--- src/rtl/espi_pkg.sv ---
`default_nettype none

package espi_pkg;

    localparam int char_max_bits = 16;
    localparam int char_len_w    = 4;

    typedef logic [char_max_bits-1:0] spi_char_t;   // short chars sit in the low bits
    typedef logic [char_len_w-1:0]    char_len_t;   // highest bit number of a char

    typedef struct packed {
        logic      enable;
        logic      cpol;
        logic      cpha;
        logic      cspol;       // 1: cs active low
        logic      rev;         // 1: msb first
        char_len_t char_len;    // 3, 7, 11 or 15
    } espi_cfg_t;

    typedef struct packed {
        char_len_t char_len;    // length the char was received with
        spi_char_t data;
    } rx_entry_t;

    typedef struct packed {
        logic overrun;          // sticky
        logic underrun;         // sticky
        logic rx_nonempty;
        logic tx_empty;
    } espi_status_t;

    localparam logic [1:0] reg_ctrl   = 2'd0;
    localparam logic [1:0] reg_status = 2'd1;
    localparam logic [1:0] reg_txdata = 2'd2;
    localparam logic [1:0] reg_rxdata = 2'd3;

    // ones in bits 0 up to and including len
    function automatic spi_char_t char_mask(char_len_t len);
        spi_char_t ones;
        ones = '1;
        return ~((ones << len) << 1);
    endfunction

endpackage

`default_nettype wire

--- src/rtl/espi_char_fifo.sv ---
`default_nettype none

module espi_char_fifo #(
    parameter type entry_t = logic [15:0],
    parameter int  depth   = 4
) (
    input  wire    S_SYSCLK,
    input  wire    S_RESETN,
    input  wire    push,
    input  wire    entry_t din,
    input  wire    pop,
    output entry_t dout,
    output logic   full,
    output logic   empty
);

    localparam int aw = $clog2(depth);

    entry_t        mem [depth];
    logic [aw-1:0] wr_ptr;
    logic [aw-1:0] rd_ptr;
    logic [aw:0]   count;
    logic          do_push;
    logic          do_pop;

    assign full    = (count == (aw+1)'(depth));
    assign empty   = (count == '0);
    assign do_push = push && !full;     // drop when full
    assign do_pop  = pop && !empty;     // ignore when empty
    assign dout    = mem[rd_ptr];       // head is always visible

    always_ff @(posedge S_SYSCLK or negedge S_RESETN) begin
        if (!S_RESETN) begin
            wr_ptr <= '0;
            rd_ptr <= '0;
            count  <= '0;
        end else begin
            if (do_push) begin
                wr_ptr <= wr_ptr + 1'b1;    // wraps, depth is a power of two
            end
            if (do_pop) begin
                rd_ptr <= rd_ptr + 1'b1;
            end
            case ({do_push, do_pop})
                2'b10:   count <= count + 1'b1;
                2'b01:   count <= count - 1'b1;
                default: count <= count;
            endcase
        end
    end

    always_ff @(posedge S_SYSCLK) begin
        if (do_push) begin
            mem[wr_ptr] <= din;
        end
    end

    a_count_bound: assert property (
        @(posedge S_SYSCLK) disable iff (!S_RESETN)
        count <= (aw+1)'(depth)
    );

endmodule

`default_nettype wire

--- src/rtl/espi_slave_regs.sv ---
`default_nettype none

module espi_slave_regs import espi_pkg::*; (
    input  wire            S_SYSCLK,
    input  wire            S_RESETN,
    input  wire            wr,
    input  wire            rd,
    input  wire [1:0]      addr,
    input  wire [15:0]     wdata,
    output logic [15:0]    rdata,
    output logic           rvalid,
    output espi_cfg_t      cfg,
    output logic           tx_push,
    output spi_char_t      tx_wchar,
    input  wire            tx_full,
    input  wire            tx_empty,
    output logic           rx_pop,
    input  wire rx_entry_t rx_entry,
    input  wire            rx_empty,
    input  wire            rx_full,
    input  wire            rx_push,
    input  wire            underrun
);

    espi_cfg_t    wr_cfg;
    espi_status_t status;
    espi_status_t clr;
    logic         underrun_flag;
    logic         overrun_flag;

    always_comb begin
        wr_cfg = espi_cfg_t'(wdata[$bits(espi_cfg_t)-1:0]);
        if (wr_cfg.char_len[1:0] != 2'b11) begin
            wr_cfg.char_len = 4'd7;     // illegal length falls back to 8 bits
        end
    end

    assign clr = espi_status_t'(wdata[$bits(espi_status_t)-1:0]);

    assign status = '{
        overrun:     overrun_flag,
        underrun:    underrun_flag,
        rx_nonempty: !rx_empty,
        tx_empty:    tx_empty
    };

    assign tx_push  = wr && (addr == reg_txdata) && !tx_full;
    assign tx_wchar = wdata;
    assign rx_pop   = rd && (addr == reg_rxdata) && !rx_empty;

    always_ff @(posedge S_SYSCLK or negedge S_RESETN) begin
        if (!S_RESETN) begin
            cfg           <= '{enable: 1'b0, cpol: 1'b0, cpha: 1'b0, cspol: 1'b0,
                               rev: 1'b0, char_len: 4'd7};
            underrun_flag <= 1'b0;
            overrun_flag  <= 1'b0;
            rvalid        <= 1'b0;
        end else begin
            rvalid <= rd;
            if (wr && (addr == reg_ctrl)) begin
                cfg <= wr_cfg;
            end
            if (wr && (addr == reg_status)) begin
                if (clr.underrun) begin
                    underrun_flag <= 1'b0;      // write one to clear
                end
                if (clr.overrun) begin
                    overrun_flag <= 1'b0;
                end
            end
            // a new error in the same cycle wins over the clear
            if (underrun) begin
                underrun_flag <= 1'b1;
            end
            if (rx_push && rx_full) begin
                overrun_flag <= 1'b1;           // queue dropped the char
            end
        end
    end

    always_ff @(posedge S_SYSCLK) begin
        if (rd) begin
            case (addr)
                reg_ctrl:   rdata <= 16'(cfg);
                reg_status: rdata <= 16'(status);
                reg_rxdata: rdata <= rx_empty ? 16'd0 :
                                     (rx_entry.data & char_mask(rx_entry.char_len));
                default:    rdata <= 16'd0;     // txdata is write only
            endcase
        end
    end

    a_no_wr_rd: assert property (
        @(posedge S_SYSCLK) disable iff (!S_RESETN)
        !(wr && rd)
    );

endmodule

`default_nettype wire

--- src/rtl/espi_slave_char_trx.sv ---
`default_nettype none

module espi_slave_char_trx import espi_pkg::*; (
    input  wire            S_SYSCLK,
    input  wire            S_RESETN,
    input  wire espi_cfg_t cfg,
    input  wire spi_char_t tx_char,
    input  wire            tx_empty,
    output logic           tx_pop,
    output logic           underrun,
    output logic           char_done,
    output rx_entry_t      rx_entry,
    input  wire            spi_cs,
    input  wire            spi_sck,
    input  wire            spi_mosi,
    output logic           spi_miso,
    output logic           spi_miso_oe
);

    logic [1:0] cs_sync;
    logic [1:0] sck_sync;
    logic [1:0] mosi_sync;
    logic       sck_d;
    logic       active;
    logic       active_d;
    logic       start;
    logic       rise;
    logic       fall;
    logic       first_edge;
    logic       second_edge;
    logic       sample_edge;
    logic       shift_edge;
    logic       last_sample;
    char_len_t  bit_cnt;
    char_len_t  first_bit;
    char_len_t  last_bit;
    char_len_t  next_bit;
    spi_char_t  tx_reg;
    spi_char_t  rx_acc;
    spi_char_t  rx_next;

    // two flop synchronizers, sck gets one more stage for edge detect
    always_ff @(posedge S_SYSCLK or negedge S_RESETN) begin
        if (!S_RESETN) begin
            cs_sync   <= '0;
            sck_sync  <= '0;
            mosi_sync <= '0;
            sck_d     <= 1'b0;
        end else begin
            cs_sync   <= {cs_sync[0], spi_cs};
            sck_sync  <= {sck_sync[0], spi_sck};
            mosi_sync <= {mosi_sync[0], spi_mosi};
            sck_d     <= sck_sync[1];
        end
    end

    assign active = cfg.enable && (cfg.cspol ? !cs_sync[1] : cs_sync[1]);

    assign rise        = sck_sync[1] && !sck_d;
    assign fall        = !sck_sync[1] && sck_d;
    assign first_edge  = cfg.cpol ? fall : rise;    // leaving idle level
    assign second_edge = cfg.cpol ? rise : fall;
    assign sample_edge = active && (cfg.cpha ? second_edge : first_edge);
    assign shift_edge  = active && (cfg.cpha ? first_edge : second_edge);

    assign first_bit   = cfg.rev ? cfg.char_len : '0;
    assign last_bit    = cfg.rev ? '0 : cfg.char_len;
    assign last_sample = sample_edge && (bit_cnt == last_bit);

    always_comb begin
        if (bit_cnt == last_bit) begin
            next_bit = first_bit;           // wrap into the next char
        end else if (cfg.rev) begin
            next_bit = bit_cnt - 1'b1;
        end else begin
            next_bit = bit_cnt + 1'b1;
        end
    end

    always_comb begin
        rx_next          = rx_acc;
        rx_next[bit_cnt] = mosi_sync[1];
    end

    // new char when cs goes active and right after each finished char
    assign start    = active && (!active_d || char_done);
    assign tx_pop   = start && !tx_empty;
    assign underrun = start && tx_empty;

    assign spi_miso    = tx_reg[bit_cnt];
    assign spi_miso_oe = active;

    always_ff @(posedge S_SYSCLK or negedge S_RESETN) begin
        if (!S_RESETN) begin
            active_d  <= 1'b0;
            char_done <= 1'b0;
            bit_cnt   <= '0;
        end else begin
            active_d  <= active;
            char_done <= last_sample;
            if (!active) begin
                // cpha 1 parks on the last bit so the first edge wraps to bit one
                bit_cnt <= cfg.cpha ? last_bit : first_bit;
            end else if (shift_edge) begin
                bit_cnt <= next_bit;
            end
        end
    end

    always_ff @(posedge S_SYSCLK) begin
        if (start) begin
            tx_reg <= tx_empty ? '0 : tx_char;   // zeros on underrun
        end
        if (!active) begin
            rx_acc <= '0;                       // partial char is dropped
        end else if (last_sample) begin
            rx_acc            <= '0;
            rx_entry.data     <= rx_next & char_mask(cfg.char_len);
            rx_entry.char_len <= cfg.char_len;
        end else if (sample_edge) begin
            rx_acc <= rx_next;
        end
    end

    a_done_pulse: assert property (
        @(posedge S_SYSCLK) disable iff (!S_RESETN)
        char_done |=> !char_done
    );

    a_cfg_stable: assert property (
        @(posedge S_SYSCLK) disable iff (!S_RESETN)
        active && $past(active) |-> $stable({cfg.cpol, cfg.cpha, cfg.rev, cfg.char_len})
    );

endmodule

`default_nettype wire

--- src/rtl/espi_slave_top.sv ---
`default_nettype none

module espi_slave_top import espi_pkg::*; #(
    parameter int tx_depth = 4,
    parameter int rx_depth = 4
) (
    input  wire         S_SYSCLK,
    input  wire         S_RESETN,
    input  wire         wr,
    input  wire         rd,
    input  wire [1:0]   addr,
    input  wire [15:0]  wdata,
    output logic [15:0] rdata,
    output logic        rvalid,
    input  wire         spi_cs,
    input  wire         spi_sck,
    input  wire         spi_mosi,
    output logic        spi_miso,
    output logic        spi_miso_oe
);

    espi_cfg_t cfg;
    spi_char_t tx_wchar;
    spi_char_t tx_head;
    rx_entry_t rx_in;
    rx_entry_t rx_head;
    logic      tx_push;
    logic      tx_pop;
    logic      tx_full;
    logic      tx_empty;
    logic      rx_pop;
    logic      rx_full;
    logic      rx_empty;
    logic      char_done;       // also the rx push
    logic      underrun;

    espi_slave_regs u_regs (
        .S_SYSCLK, .S_RESETN,
        .wr, .rd, .addr, .wdata, .rdata, .rvalid,
        .cfg,
        .tx_push, .tx_wchar, .tx_full, .tx_empty,
        .rx_pop, .rx_entry(rx_head), .rx_empty, .rx_full,
        .rx_push(char_done), .underrun
    );

    espi_char_fifo #(.entry_t(spi_char_t), .depth(tx_depth)) u_tx_fifo (
        .S_SYSCLK, .S_RESETN,
        .push(tx_push), .din(tx_wchar),
        .pop(tx_pop), .dout(tx_head),
        .full(tx_full), .empty(tx_empty)
    );

    espi_char_fifo #(.entry_t(rx_entry_t), .depth(rx_depth)) u_rx_fifo (
        .S_SYSCLK, .S_RESETN,
        .push(char_done), .din(rx_in),
        .pop(rx_pop), .dout(rx_head),
        .full(rx_full), .empty(rx_empty)
    );

    espi_slave_char_trx u_trx (
        .S_SYSCLK, .S_RESETN,
        .cfg,
        .tx_char(tx_head), .tx_empty, .tx_pop, .underrun,
        .char_done, .rx_entry(rx_in),
        .spi_cs, .spi_sck, .spi_mosi, .spi_miso, .spi_miso_oe
    );

endmodule

`default_nettype wire

--- config.mk ---
export PLATFORM = sky130hd
export DESIGN_NAME = espi_slave_top
export DESIGN_NICKNAME = d
export VERILOG_FILES = /design/src/rtl/espi_pkg.sv /design/src/rtl/espi_char_fifo.sv /design/src/rtl/espi_slave_regs.sv /design/src/rtl/espi_slave_char_trx.sv /design/src/rtl/espi_slave_top.sv
export SDC_FILE = /design/constraint.sdc
export NUM_CORES = 1
export LEC_CHECK = 0
export BUFFER_PORTS_ARGS = -buffer_cell sky130_fd_sc_hd__buf_2
export CORE_MARGIN = 2
export CORE_UTILIZATION = 44
export DETAILED_ROUTE_END_ITERATION = 7
export GPL_ROUTABILITY_DRIVEN = 0
export PLACE_DENSITY_LB_ADDON = 0.2
export SYNTH_ARGS = -nofsm -noshare
export SYNTH_HDL_FRONTEND = slang
export SYNTH_SLANG_ARGS = --single-unit
--- constraint.sdc ---
create_clock -name S_SYSCLK -period 4.7 [get_ports S_SYSCLK]
set_input_delay 0.94 -clock S_SYSCLK [delete_from_list [all_inputs] [get_ports S_SYSCLK]]
set_output_delay 0.94 -clock S_SYSCLK [all_outputs]
set_load 0.1 [all_outputs]
# [Word-level counts from Yosys, hierarchy flattened]
# Memory sizes are Yosys's and may differ from the RTL's. A register that Yosys moved wholly into a read port is not among the register bits.
# Cells that the tools add are included.
[totals] ff_bits=91 ram_bits=144 inputBits=25 memories=2
[memory_table] name="u_rx_fifo.mem" depth=4 word_bits=20 rd=1 rd_clocked_by_memory_dff=0 write_ports=1 line_no="espi_char_fifo.sv:19" text="entry_t mem [depth];"
[memory_table] name="u_tx_fifo.mem" depth=4 word_bits=16 rd=1 rd_clocked_by_memory_dff=1 write_ports=1 line_no="espi_char_fifo.sv:19"
[classes] add_sub_neg=10 n_lt_le_gt_ge=2 eq_ne=12 n_shift=2 muxes=32 bitwise_logic=5 reduce_logical=43
[op_table] operator="$pmux 16 s3" n=1
[op_table] operator="$and 16x16->16" n=2
[op_table] operator="$mux 4" n=8
[op_table] operator="$not 16->16" n=2
[op_table] operator="$shl 16x4->15 const A" n=2
[op_table] operator="$logic_and 1x1->1" n=21
[op_table] operator="$mux 1" n=17
[op_table] operator="$bwmux 16" n=1
[op_table] operator="$mux 16" n=1
[op_table] operator="$pmux 3 s2" n=2
[op_table] operator="$reduce_bool 2->1" n=6
[op_table] operator="$add 2x1->2 const B" n=4
[op_table] operator="$eq 2x2->1 const B" n=4
[op_table] operator="$logic_not 1->1" n=8
[op_table] operator="$add 3x1->3 const B" n=2
[op_table] operator="$eq 2x1->1 const B" n=3
[op_table] operator="$eq 3x3->1 const B" n=2
[op_table] operator="$logic_not 3->1" n=2
[op_table] operator="$reduce_and 2->1" n=3
[op_table] operator="$sub 3x1->3 const B" n=2
[op_table] operator="$lt 4x5->1 const B" n=1
[op_table] operator="$add 4x1->4 const B" n=1
[op_table] operator="$bmux 1 s4" n=1
[op_table] operator="$demux 1 s4" n=1
[op_table] operator="other kinds (8)" n=9

# [Depth between registers and ports, before layout]
# Gate-level depths: netlist (run 1).
[depth] depth_word=8 mapped_depth=11 depth_no_buf=10

# [Modules after synthesis]
# Synthesis (run 1) repeated with hierarchy kept, for this count alone.
[unflattened] cells_unflattened=663 hier_area_um2=10716.5
[modules_own_cells] mod="espi_char_fifo (u_rx_fifo)" instances=1 cells_per_inst=141 area_each_um2=3331.9 seq_area_each_um2=2577.5
[modules_own_cells] mod="espi_slave_char_trx" instances=1 cells_per_inst=291 area_each_um2=3218.1 seq_area_each_um2=1726.7
[modules_own_cells] mod="espi_char_fifo (u_tx_fifo)" instances=1 cells_per_inst=121 area_each_um2=2775.2 seq_area_each_um2=2097.0
[modules_own_cells] mod="espi_slave_regs" instances=1 cells_per_inst=110 area_each_um2=1391.3 seq_area_each_um2=784.5

# [Worst setup path before layout (run 1)]
# No wires, ideal clock.
[synth_timing] path_type="flip-flop to flip-flop" from="reg u_trx.bit_cnt[3]" to="reg u_trx.rx_entry[0] (netlist bit) (enable)" setup_time_ns=0.422 arrival_ns=2.861 required_time_ns=4.278 setup_slack_ns=1.416 path_stages_with_launch=5 path_buffers=0 period_less_slack_ns=3.284 path_cell_list="dfrtp_1 > or4b_1 > o32a_2 > a22o_4 > nor3_1"
[synth_between] elab_chain_cells=3
[synth_lines] element="start, declared" line_no="espi_slave_char_trx.sv:34" text="char_len_t bit_cnt;"
[synth_lines] element="start signal, assigned" line_no="espi_slave_char_trx.sv:103" text="bit_cnt <= cfg.cpha ? last_bit : first_bit;"
[synth_lines] element="start signal, assigned" line_no="espi_slave_char_trx.sv:105" text="bit_cnt <= next_bit;"
[synth_lines] element="$eq 4x4->1" line_no="espi_slave_char_trx.sv:68" text="assign last_sample = sample_edge && (bit_cnt == last_bit);"
[synth_lines] element="$logic_and 1x1->1" line_no="espi_slave_char_trx.sv:68"
[synth_lines] element="$reduce_and 2->1 (no source line)"
[synth_lines] element="end, declared" line_no="espi_slave_char_trx.sv:12" text="output rx_entry_t rx_entry,"
# No other way between the ends.
# A chain may end at the register's enable or synchronous reset.

# [Worst setup path in the final report (run 1)]
[layout_timing] from="reg u_regs.cfg[5] (netlist name)" to="out spi_miso_oe"
[layout_between] elab_chain_cells=2
[layout_lines] element="$mux 1" line_no="espi_slave_char_trx.sv:57" text="assign active = cfg.enable && (cfg.cspol ? !cs_sync[1] : cs_sync[1]);"
[layout_lines] element="$logic_and 1x1->1" line_no="espi_slave_char_trx.sv:57"
[layout_lines] element="end, declared" line_no="espi_slave_top.sv:19" text="output logic spi_miso_oe"
# No other way between the ends.

==> impl_metrics.tcl, run 1 <==
set metrics [dict create \
    status "completed" \
    firstDrtPassIters 5 \
    hpwl_um 13700 \
    rsz0062_at_grt "false" \
    startpoint "u_regs.cfg[5]" \
    rr_endpoint "u_tx_fifo.count[2]" \
    leakage_nw 4.03 \
    cts_tree "yes" \
    cts_resized 0 \
    vias 5551 \
    nNetsFinal 735 \
    synth_top_area_share_pct 56.5 \
    clock_sinks 251 \
    drive_above_1_share_pct 20.6 \
    grt_pass1_vias 5718 \
    cts_setup_buffers 0 \
    syn_area_um2 10400 \
    crit_type "register to primary output" \
    ys_ff_latch 251 \
    clk_latency_ns 0.52 \
    start_kind "register" \
    skew_ns 0.0140 \
    largest_reg_flops 80 \
    cts_root_buf "clkbuf_16" \
    crit_fanout 30 \
    drv_cap 0 \
    antenna_found_initial 1 \
    rrSetupSlack_ns 1.58 \
    synth_warnings 0 \
    hold_viol 0 \
    final_cells 1034 \
    slew_headroom_pct 23.3 \
    total_power_mw 6.44 \
    die-area_um2 24900 \
    grt_use_met3_pct 2.87 \
    grt_overflow 0 \
    cts.clk_slew.worst_paths_ns 0.06 \
    drt_iter0_drc 417 \
    finalMaxSlewViolations 0 \
    wl_um 20800 \
    via_per_inst 5.37 \
    largest_register "u_rx_fifo.mem" \
    period_needed_ns 3.65 \
    diodes 0 \
    synth_edf_count 196 \
    ir_worst_vdd_mv 0.318 \
    start_util_pct 44.7 \
    final_core_util_pct 50.5 \
    yosysTopAreaCell "edfxtp_1" \
    die_x_um 158 \
    area_growth_pct 13.0 \
    rr_worst_depth 9 \
    tns_ns 0 \
    cts_max_level 1 \
    period_share_pct 77.8 \
    grt_pass1_wl_um 32700 \
    grtUsageTotal_pct 17.4 \
    worstReg2RegStart "u_regs.cfg[5]" \
    postRouteAntennaNets 0 \
    io_pins 44 \
    avgSynthCellArea_um2 16.1 \
    die_y_um 158 \
    critPathArrivalTime_ns 2.71 \
    ctsLongestPathBuffers 3 \
    synth_nets 689 \
    end_kind "primary output" \
    critPathRequiredTime_ns 3.76 \
    rows 56 \
    setup_viol 0 \
    grt_use_met2_pct 27.3 \
    port_buffers 43 \
    core_area_um2 23300 \
    crit_path_end "spi_miso_oe" \
    reg_top3 "u_rx_fifo.mem x80, u_tx_fifo.mem x64, u_trx.rx_entry x20" \
    whs_ns 0.350 \
    synthArstFlopShare_pct 15.5 \
    worst_slew_pin_slew_ns 1.15 \
    use_met1_pct 25.7 \
    power_density_nw_per_um2 547 \
    synth_seq_area_share_pct 69.0 \
    grt.busiest_layer "met2" \
    hp-start "u_trx.mosi_sync[0]" \
    synth_area_leaders "edfxtp_1, dfrtp_1, mux4_2" \
    dp_cells 985 \
    numCtsBuffers 27 \
    drc 0 \
    nFillCells 1977 \
    syn_inst 649 \
    worstHoldPathType "register to register" \
    grt_max_degree 40 \
    drt-wirelength-per-cell_um 20.2 \
    postCtsHoldBufs 0 \
    ys_types 60 \
    ys.flop_type "edfxtp_1" \
    fmax_ghz 0.274 \
]
-- worst min-delay path by stage --
stage,to,cells after the start,slack (ns)
after global routing,u_trx.sck_sync[1],0,0.36
final,u_trx.mosi_sync[1],0,0.35
after detailed placement,u_trx.mosi_sync[1],0,0.34
after floorplan,u_trx.cs_sync[1],0,0.33
after global placement,u_trx.mosi_sync[1],0,0.33
after CTS,u_trx.mosi_sync[1],0,0.35
-- power breakdown --
group          internal [mW]  switching, mW
combinational          0.679          0.878
clock                   1.15          0.814
sequential              2.61          0.305
-- per-stage QoR --
stage                     instance area, um2  setup slack (ns)
after detailed placement               10900              1.41
final                                  11800              1.05
after CTS                              11800              1.02
after global placement                 10900              1.55
after floorplan                        10400              1.42
after global routing                   11800             0.833
-- synth_stat cells (all sizes together), types with 2 or more instances --
master  instances
nand3          11
nand2b          2
a32o            3
edfxtp        196
nor4           15
a211oi          2
buf            13
nor3           10
fa              3
xor2           10
dfrtp          36
mux2i          34
dfstp           3
nor2           51
and2           11
dfxtp          16
o2111a          2
nand4b          2
a32oi           4
a22o            2
xnor2           8
o21ai          14
a31oi           4
mux2            7
clkbuf         20
and3            2
inv            22
or2             6
nand2          26
a21oi          18
o211ai          5
ha             12
nor2b          21
a21o            2
mux4           41
-- metal layers --
| metal | wire length, um | share of wire, % | vias up |
|---|---|---|---|
| met1 | 9920 | 48 | 2812 |
| li1 | - | - | 2573 |
| met5 | 0 | 0 | - |
| met4 | 293 | 1.4 | 0 |
| met3 | 995 | 4.8 | 28 |
| met2 | 9630 | 46 | 138 |
-- kinds of logic after synthesis --
group / Yosys count / synth area share [%]
simple gates: 163 / 7.82
flops: 251 / 69.0
buf+inv: 55 / 2.22
fa+ha+maj: 15 / 2.02
compound gates: 65 / 4.52
xor+xnor: 18 / 1.51
mux: 82 / 13.0
-- cell usage in the layout (no fill, tap or decap), drive strengths merged, types with 4 or more instances in the layout --
cell,instances
a21oi,18
a31oi,4
a32oi,4
and2,11
buf,50
clkbuf,37
clkinv,9
dfrtp,36
dfxtp,16
edfxtp,196
ha,12
inv,22
mux2,7
mux2i,34
mux4,41
nand2,26
nand3,11
nor2,51
nor2b,21
nor3,10
nor4,15
o211ai,5
o21ai,14
or2,6
xnor2,8
xor2,10
-- cell type report --
| cell class | instances | area, um2 | area share, % |
|---|---|---|---|
| Clock buffer | 37 | 743 | 6.31 |
| Clock inverter | 12 | 85.1 | 0.722 |
| Inverter | 22 | 82.6 | 0.701 |
| Multi-Input combinational cell | 343 | 3010 | 25.6 |
| Sequential cell | 251 | 7190 | 61.0 |
| Tap cell | 319 | 399 | 3.39 |
| Timing Repair Buffer | 50 | 268 | 2.27 |
-- critical path, cell delays in order (launching register included) --
cell and delay, ns:
dfrtp_1 0.40, xor2_1 0.15, nand2_1 0.65, inv_1 0.48, buf_2 0.50
No activity file was read; power rests on OpenSTA's default activity.
==> run 2: changes to the inputs <==
==> constraint.sdc (replaced) <==
create_clock -name S_SYSCLK -period 3.4 [get_ports S_SYSCLK]
set_input_delay 0.68 -clock S_SYSCLK [delete_from_list [all_inputs] [get_ports S_SYSCLK]]
set_output_delay 0.68 -clock S_SYSCLK [all_outputs]
set_load 0.1 [all_outputs]
==> impl_metrics.tcl, run 2 (same netlist as run 1, synthesis figures left out) <==
set metrics [dict create \
    ir_worst_vdd_mv 0.405 \
    final_cells 1045 \
    power_density_nw_per_um2 760 \
    nFillCells 1927 \
    layout_common_cells "edfxtp_1, nor2_1, buf_2" \
    cts.clk_slew.worst_paths_ns 0.06 \
    firstDrtPassIters 5 \
    start_kind "register" \
    period_needed_ns 3.27 \
    wl_um 20500 \
    hold_viol 0 \
    hpwl_um 13400 \
    end_kind "primary output" \
    multi_input_area_um2 3010 \
    fin_area_um2 11900 \
    critPathRequiredTime_ns 2.72 \
    slew_headroom_pct 37.4 \
    grt_overflow 0 \
    area.sequential_um2 7190 \
    largest_register "u_rx_fifo.mem" \
    drive_above_1_share_pct 22.6 \
    antenna_found_initial 0 \
    dp_slack_ns 0.560 \
    largest_reg_flops 80 \
    startpoint "u_trx.bit_cnt[0]" \
    rows 56 \
    via_per_inst 5.32 \
    tns_ns 0 \
    rsz0062_at_grt "false" \
    die_y_um 158 \
    die_x_um 158 \
    place_area_um2 11000 \
    die-area_um2 24900 \
    grt_max_degree 40 \
    cts_setup_buffers 0 \
    fmax_ghz 0.306 \
    status "completed" \
    skew_ns 0.0177 \
    period_share_pct 96.1 \
    clk_latency_ns 0.53 \
    clock_sinks 251 \
    finalMaxSlewViolations 0 \
    setup_viol 0 \
    crit_type "register to primary output" \
    drc 0 \
    total_power_mw 9.03 \
    nNetsFinal 746 \
    diodes 0 \
    cts_root_buf "clkbuf_16" \
    core_area_um2 23300 \
    crit_fanout 12 \
    postCtsHoldBufs 0 \
    start_util_pct 44.7 \
    whs_ns 0.267 \
    drv_cap 0 \
    dp_cells 996 \
    io_pins 44 \
    reg_top3 "u_rx_fifo.mem x80, u_tx_fifo.mem x64, u_trx.rx_entry x20" \
    final_core_util_pct 51.0 \
    numCtsBuffers 27 \
    worst_slew_pin_slew_ns 0.939 \
    drt-wirelength-per-cell_um 19.6 \
    finalWorstSetupSlack_ns 0.133 \
    cts_tree "yes" \
    worstHoldPathType "primary input to register" \
    grtUsageTotal_pct 17.0 \
    drt_iter0_drc 497 \
    hp-start "spi_sck" \
    worstReg2RegStart "u_rx_fifo.rd_ptr[0]" \
    cts_max_level 1 \
    layout_commonest_cell "edfxtp_1" \
    vias 5559 \
    cts_resized 0 \
    grt_pass1_wl_um 32500 \
    grt_pass1_vias 5728 \
    area_growth_pct 14.1 \
    postRouteAntennaNets 0 \
    ctsLongestPathBuffers 3 \
    critPathArrivalTime_ns 2.59 \
    leakage_nw 4.12 \
    port_buffers 43 \
]
run 2: cell count changes in the layout (fill, tap and decap cells not counted), sizes merged:
cell	change
clkbuf	-4
inv	+1
clkinv	+3
buf	+11
bufinv	+1
clkinvlp	-1
run 2: final timing paths:
kind                                           end  slack (ns)  cells past startpoint
worst max register to register     u_regs.rdata[3]        0.85                      5
worst min-delay path             u_trx.sck_sync[0]        0.27                      1
min in group asynchronous       u_rx_fifo.count[1]        0.29                      1
worst min register to register  u_trx.mosi_sync[1]        0.35                      0
worst max-delay path                      spi_miso        0.13                      3
max in group asynchronous       u_trx.mosi_sync[1]        2.50                      1
run 2: final cells by class:
type	count	area share [%]
repair buffers	61	2.95
well taps	319	3.36
flip-flops and latches	251	60.4
clock inverters	16	1.09
multi-input cells	343	25.3
clock buffers	33	6.13
inverters	22	0.695
run 2: layer usage:
| layer | track usage [%] | wire length [um] | vias up |
|---|---|---|---|
| met2 | 27.8 | 9770 | 128 |
| li1 | - | - | 2594 |
| met3 | 2.68 | 951 | 27 |
| met5 | 0 | 0 | - |
| met4 | 3.85 | 283 | 0 |
| met1 | 24.3 | 9470 | 2810 |
run 2: critical path: stages (launching register included):
cell and delay [ns]:
dfrtp_1 0.64, mux4_2 0.56, mux4_1 0.55, buf_2 0.32
run 2: where the power goes:
part           switching, mW  internal [mW]
Clock                   1.15           1.67
Combinational           1.28          0.966
Sequential             0.358           3.61
Total                   2.79           6.24
==> run 3: changes to the inputs <==
--- a/config.mk
+++ b/config.mk
@@ -6,6 +6,8 @@
 export NUM_CORES = 1
 export LEC_CHECK = 0
 export BUFFER_PORTS_ARGS = -buffer_cell sky130_fd_sc_hd__buf_2
+export CELL_PAD_IN_SITES_DETAIL_PLACEMENT = 2
+export CELL_PAD_IN_SITES_GLOBAL_PLACEMENT = 2
 export CORE_MARGIN = 2
 export CORE_UTILIZATION = 44
 export DETAILED_ROUTE_END_ITERATION = 7
==> impl_metrics.tcl, run 3 (same netlist as run 1, synthesis figures left out) <==
set metrics [dict create \
    status "completed" \
    die_y_um 158 \
    setup_viol 0 \
    hpwl_um 19300 \
    grtUsageTotal_pct 24.4 \
    start_kind "register" \
    cts.clk_slew.worst_paths_ns 0.06 \
    core_area_um2 23300 \
    drc 0 \
    crit_path_max_incr_delay_ns 0.61 \
    tns_ns 0 \
    layout_commonest_cell "edfxtp_1" \
    reg_top3 "u_rx_fifo.mem x80, u_tx_fifo.mem x64, u_trx.rx_entry x20" \
    total_power_mw 9.73 \
    io_pins 44 \
    crit_chain "mux4_2, mux4_1, buf_2" \
    crit_fanout 12 \
    cts_max_level 1 \
    worstHoldPathType "primary input to register" \
    critPathRequiredTime_ns 2.72 \
    critical_path_buf_inv_count 1 \
    nNetsFinal 751 \
    drt_iter0_drc 529 \
    grt_max_degree 40 \
    power_density_nw_per_um2 808 \
    vias 6006 \
    drv_cap 0 \
    grt_pass1_wl_um 43700 \
    port_buffers 43 \
    worst_slew_pin_slew_ns 1.00 \
    leakage_nw 4.20 \
    wl_um 29300 \
    finalWorstSetupSlack_ns 0.0590 \
    crit_type "register to primary output" \
    critPathArrivalTime_ns 2.66 \
    start_util_pct 44.7 \
    period_needed_ns 3.34 \
    drive_above_1_share_pct 23.5 \
    critical-path-top-delay-family "multiplexers" \
    period_share_pct 98.3 \
    ir_worst_vdd_mv 0.539 \
    grt_overflow 0 \
    drt-wirelength-per-cell_um 27.9 \
    die_x_um 158 \
    largest_register "u_rx_fifo.mem" \
    ctsLongestPathBuffers 3 \
    diodes 0 \
    hold_viol 0 \
    cts_root_buf "clkbuf_16" \
    end_kind "primary output" \
    finalMaxSlewViolations 0 \
    antenna_found_initial 0 \
    area_growth_pct 15.6 \
    postRouteAntennaNets 0 \
    dp_slack_ns 0.503 \
    cts_tree "yes" \
    clock_sinks 251 \
    slew_headroom_pct 33.2 \
    firstDrtPassIters 5 \
    via_per_inst 5.71 \
    skew_ns 0.0121 \
    grt_pass1_vias 6602 \
    rsz0062_at_grt "false" \
    clk_latency_ns 0.54 \
    layout_common_cells "edfxtp_1, nor2_1, buf_2" \
    largest_reg_flops 80 \
    fmax_ghz 0.299 \
    postCtsHoldBufs 0 \
    slowest_stage "mux4_2" \
    rows 56 \
    die-area_um2 24900 \
    numCtsBuffers 28 \
]
## run 3: area by class of cell
type                       instances  area [um2]
multi-input combinational        343        3010
clock inverter                    16         204
fill                            2127       11300
clock buffer                      35         778
timing repair buffer              65         380
sequential                       251        7190
inverter                          22        82.6
tap                              319         399
## run 3: what timing repair did
item / CTS / global route
resized for setup: 1 / 0
buffers inserted: 0 / 0
endpoints found under the setup margin: 1 / 0
## run 3: worst register-to-register path, cell delays in order, from the launching register on
cell	delay (ns)
dfrtp_1	0.63
or4b_1	0.60
o32a_2	0.26
a22o_4	0.30
nor3_2	0.19
buf_4	0.34
## run 3: path summary, 6_finish.rpt
kind | from | to | slack (ns) | cells after the start
max | u_trx.bit_cnt[0] | spi_miso | 0.06 | 3
max in group asynchronous | S_RESETN | u_trx.bit_cnt[0] | 2.41 | 1
min in group asynchronous | S_RESETN | u_trx.mosi_sync[0] | 0.30 | 1
min reg2reg | u_trx.sck_sync[0] | u_trx.sck_sync[1] | 0.35 | 0
max reg2reg | u_regs.cfg[4] | u_trx.rx_entry[10] | 0.75 | 5
min | spi_sck | u_trx.sck_sync[0] | 0.25 | 1
## run 3: routing by layer
metal  vias up  track usage (%)  part of all wire (%)
met3        66             3.20                   4.1
li1       2600                -                     -
met4         0             9.13                   3.9
met5         -                0                     0
met2       181             40.9                    50
met1      3159             32.6                    42
## run 3: power breakdown
group,total [mW],switching (mW),internal (mW)
combinational,2.52,1.54,0.981
sequential,3.97,0.362,3.61
clock,3.23,1.24,1.99
total,9.73,3.15,6.58
## run 3: through the flow
stage          hold slack, ns  instance area (um2)  cells  utilization [%]
2_1_floorplan           0.331                10400    649                -
3_3_place_gp            0.333                11100   1000             47.4
3_5_place_dp            0.337                11100   1000             47.4
4_1_cts                 0.230                12000   1051             51.6
5_1_grt                 0.232                12000   1051             51.6
6_report                0.249                12000   1051             51.6
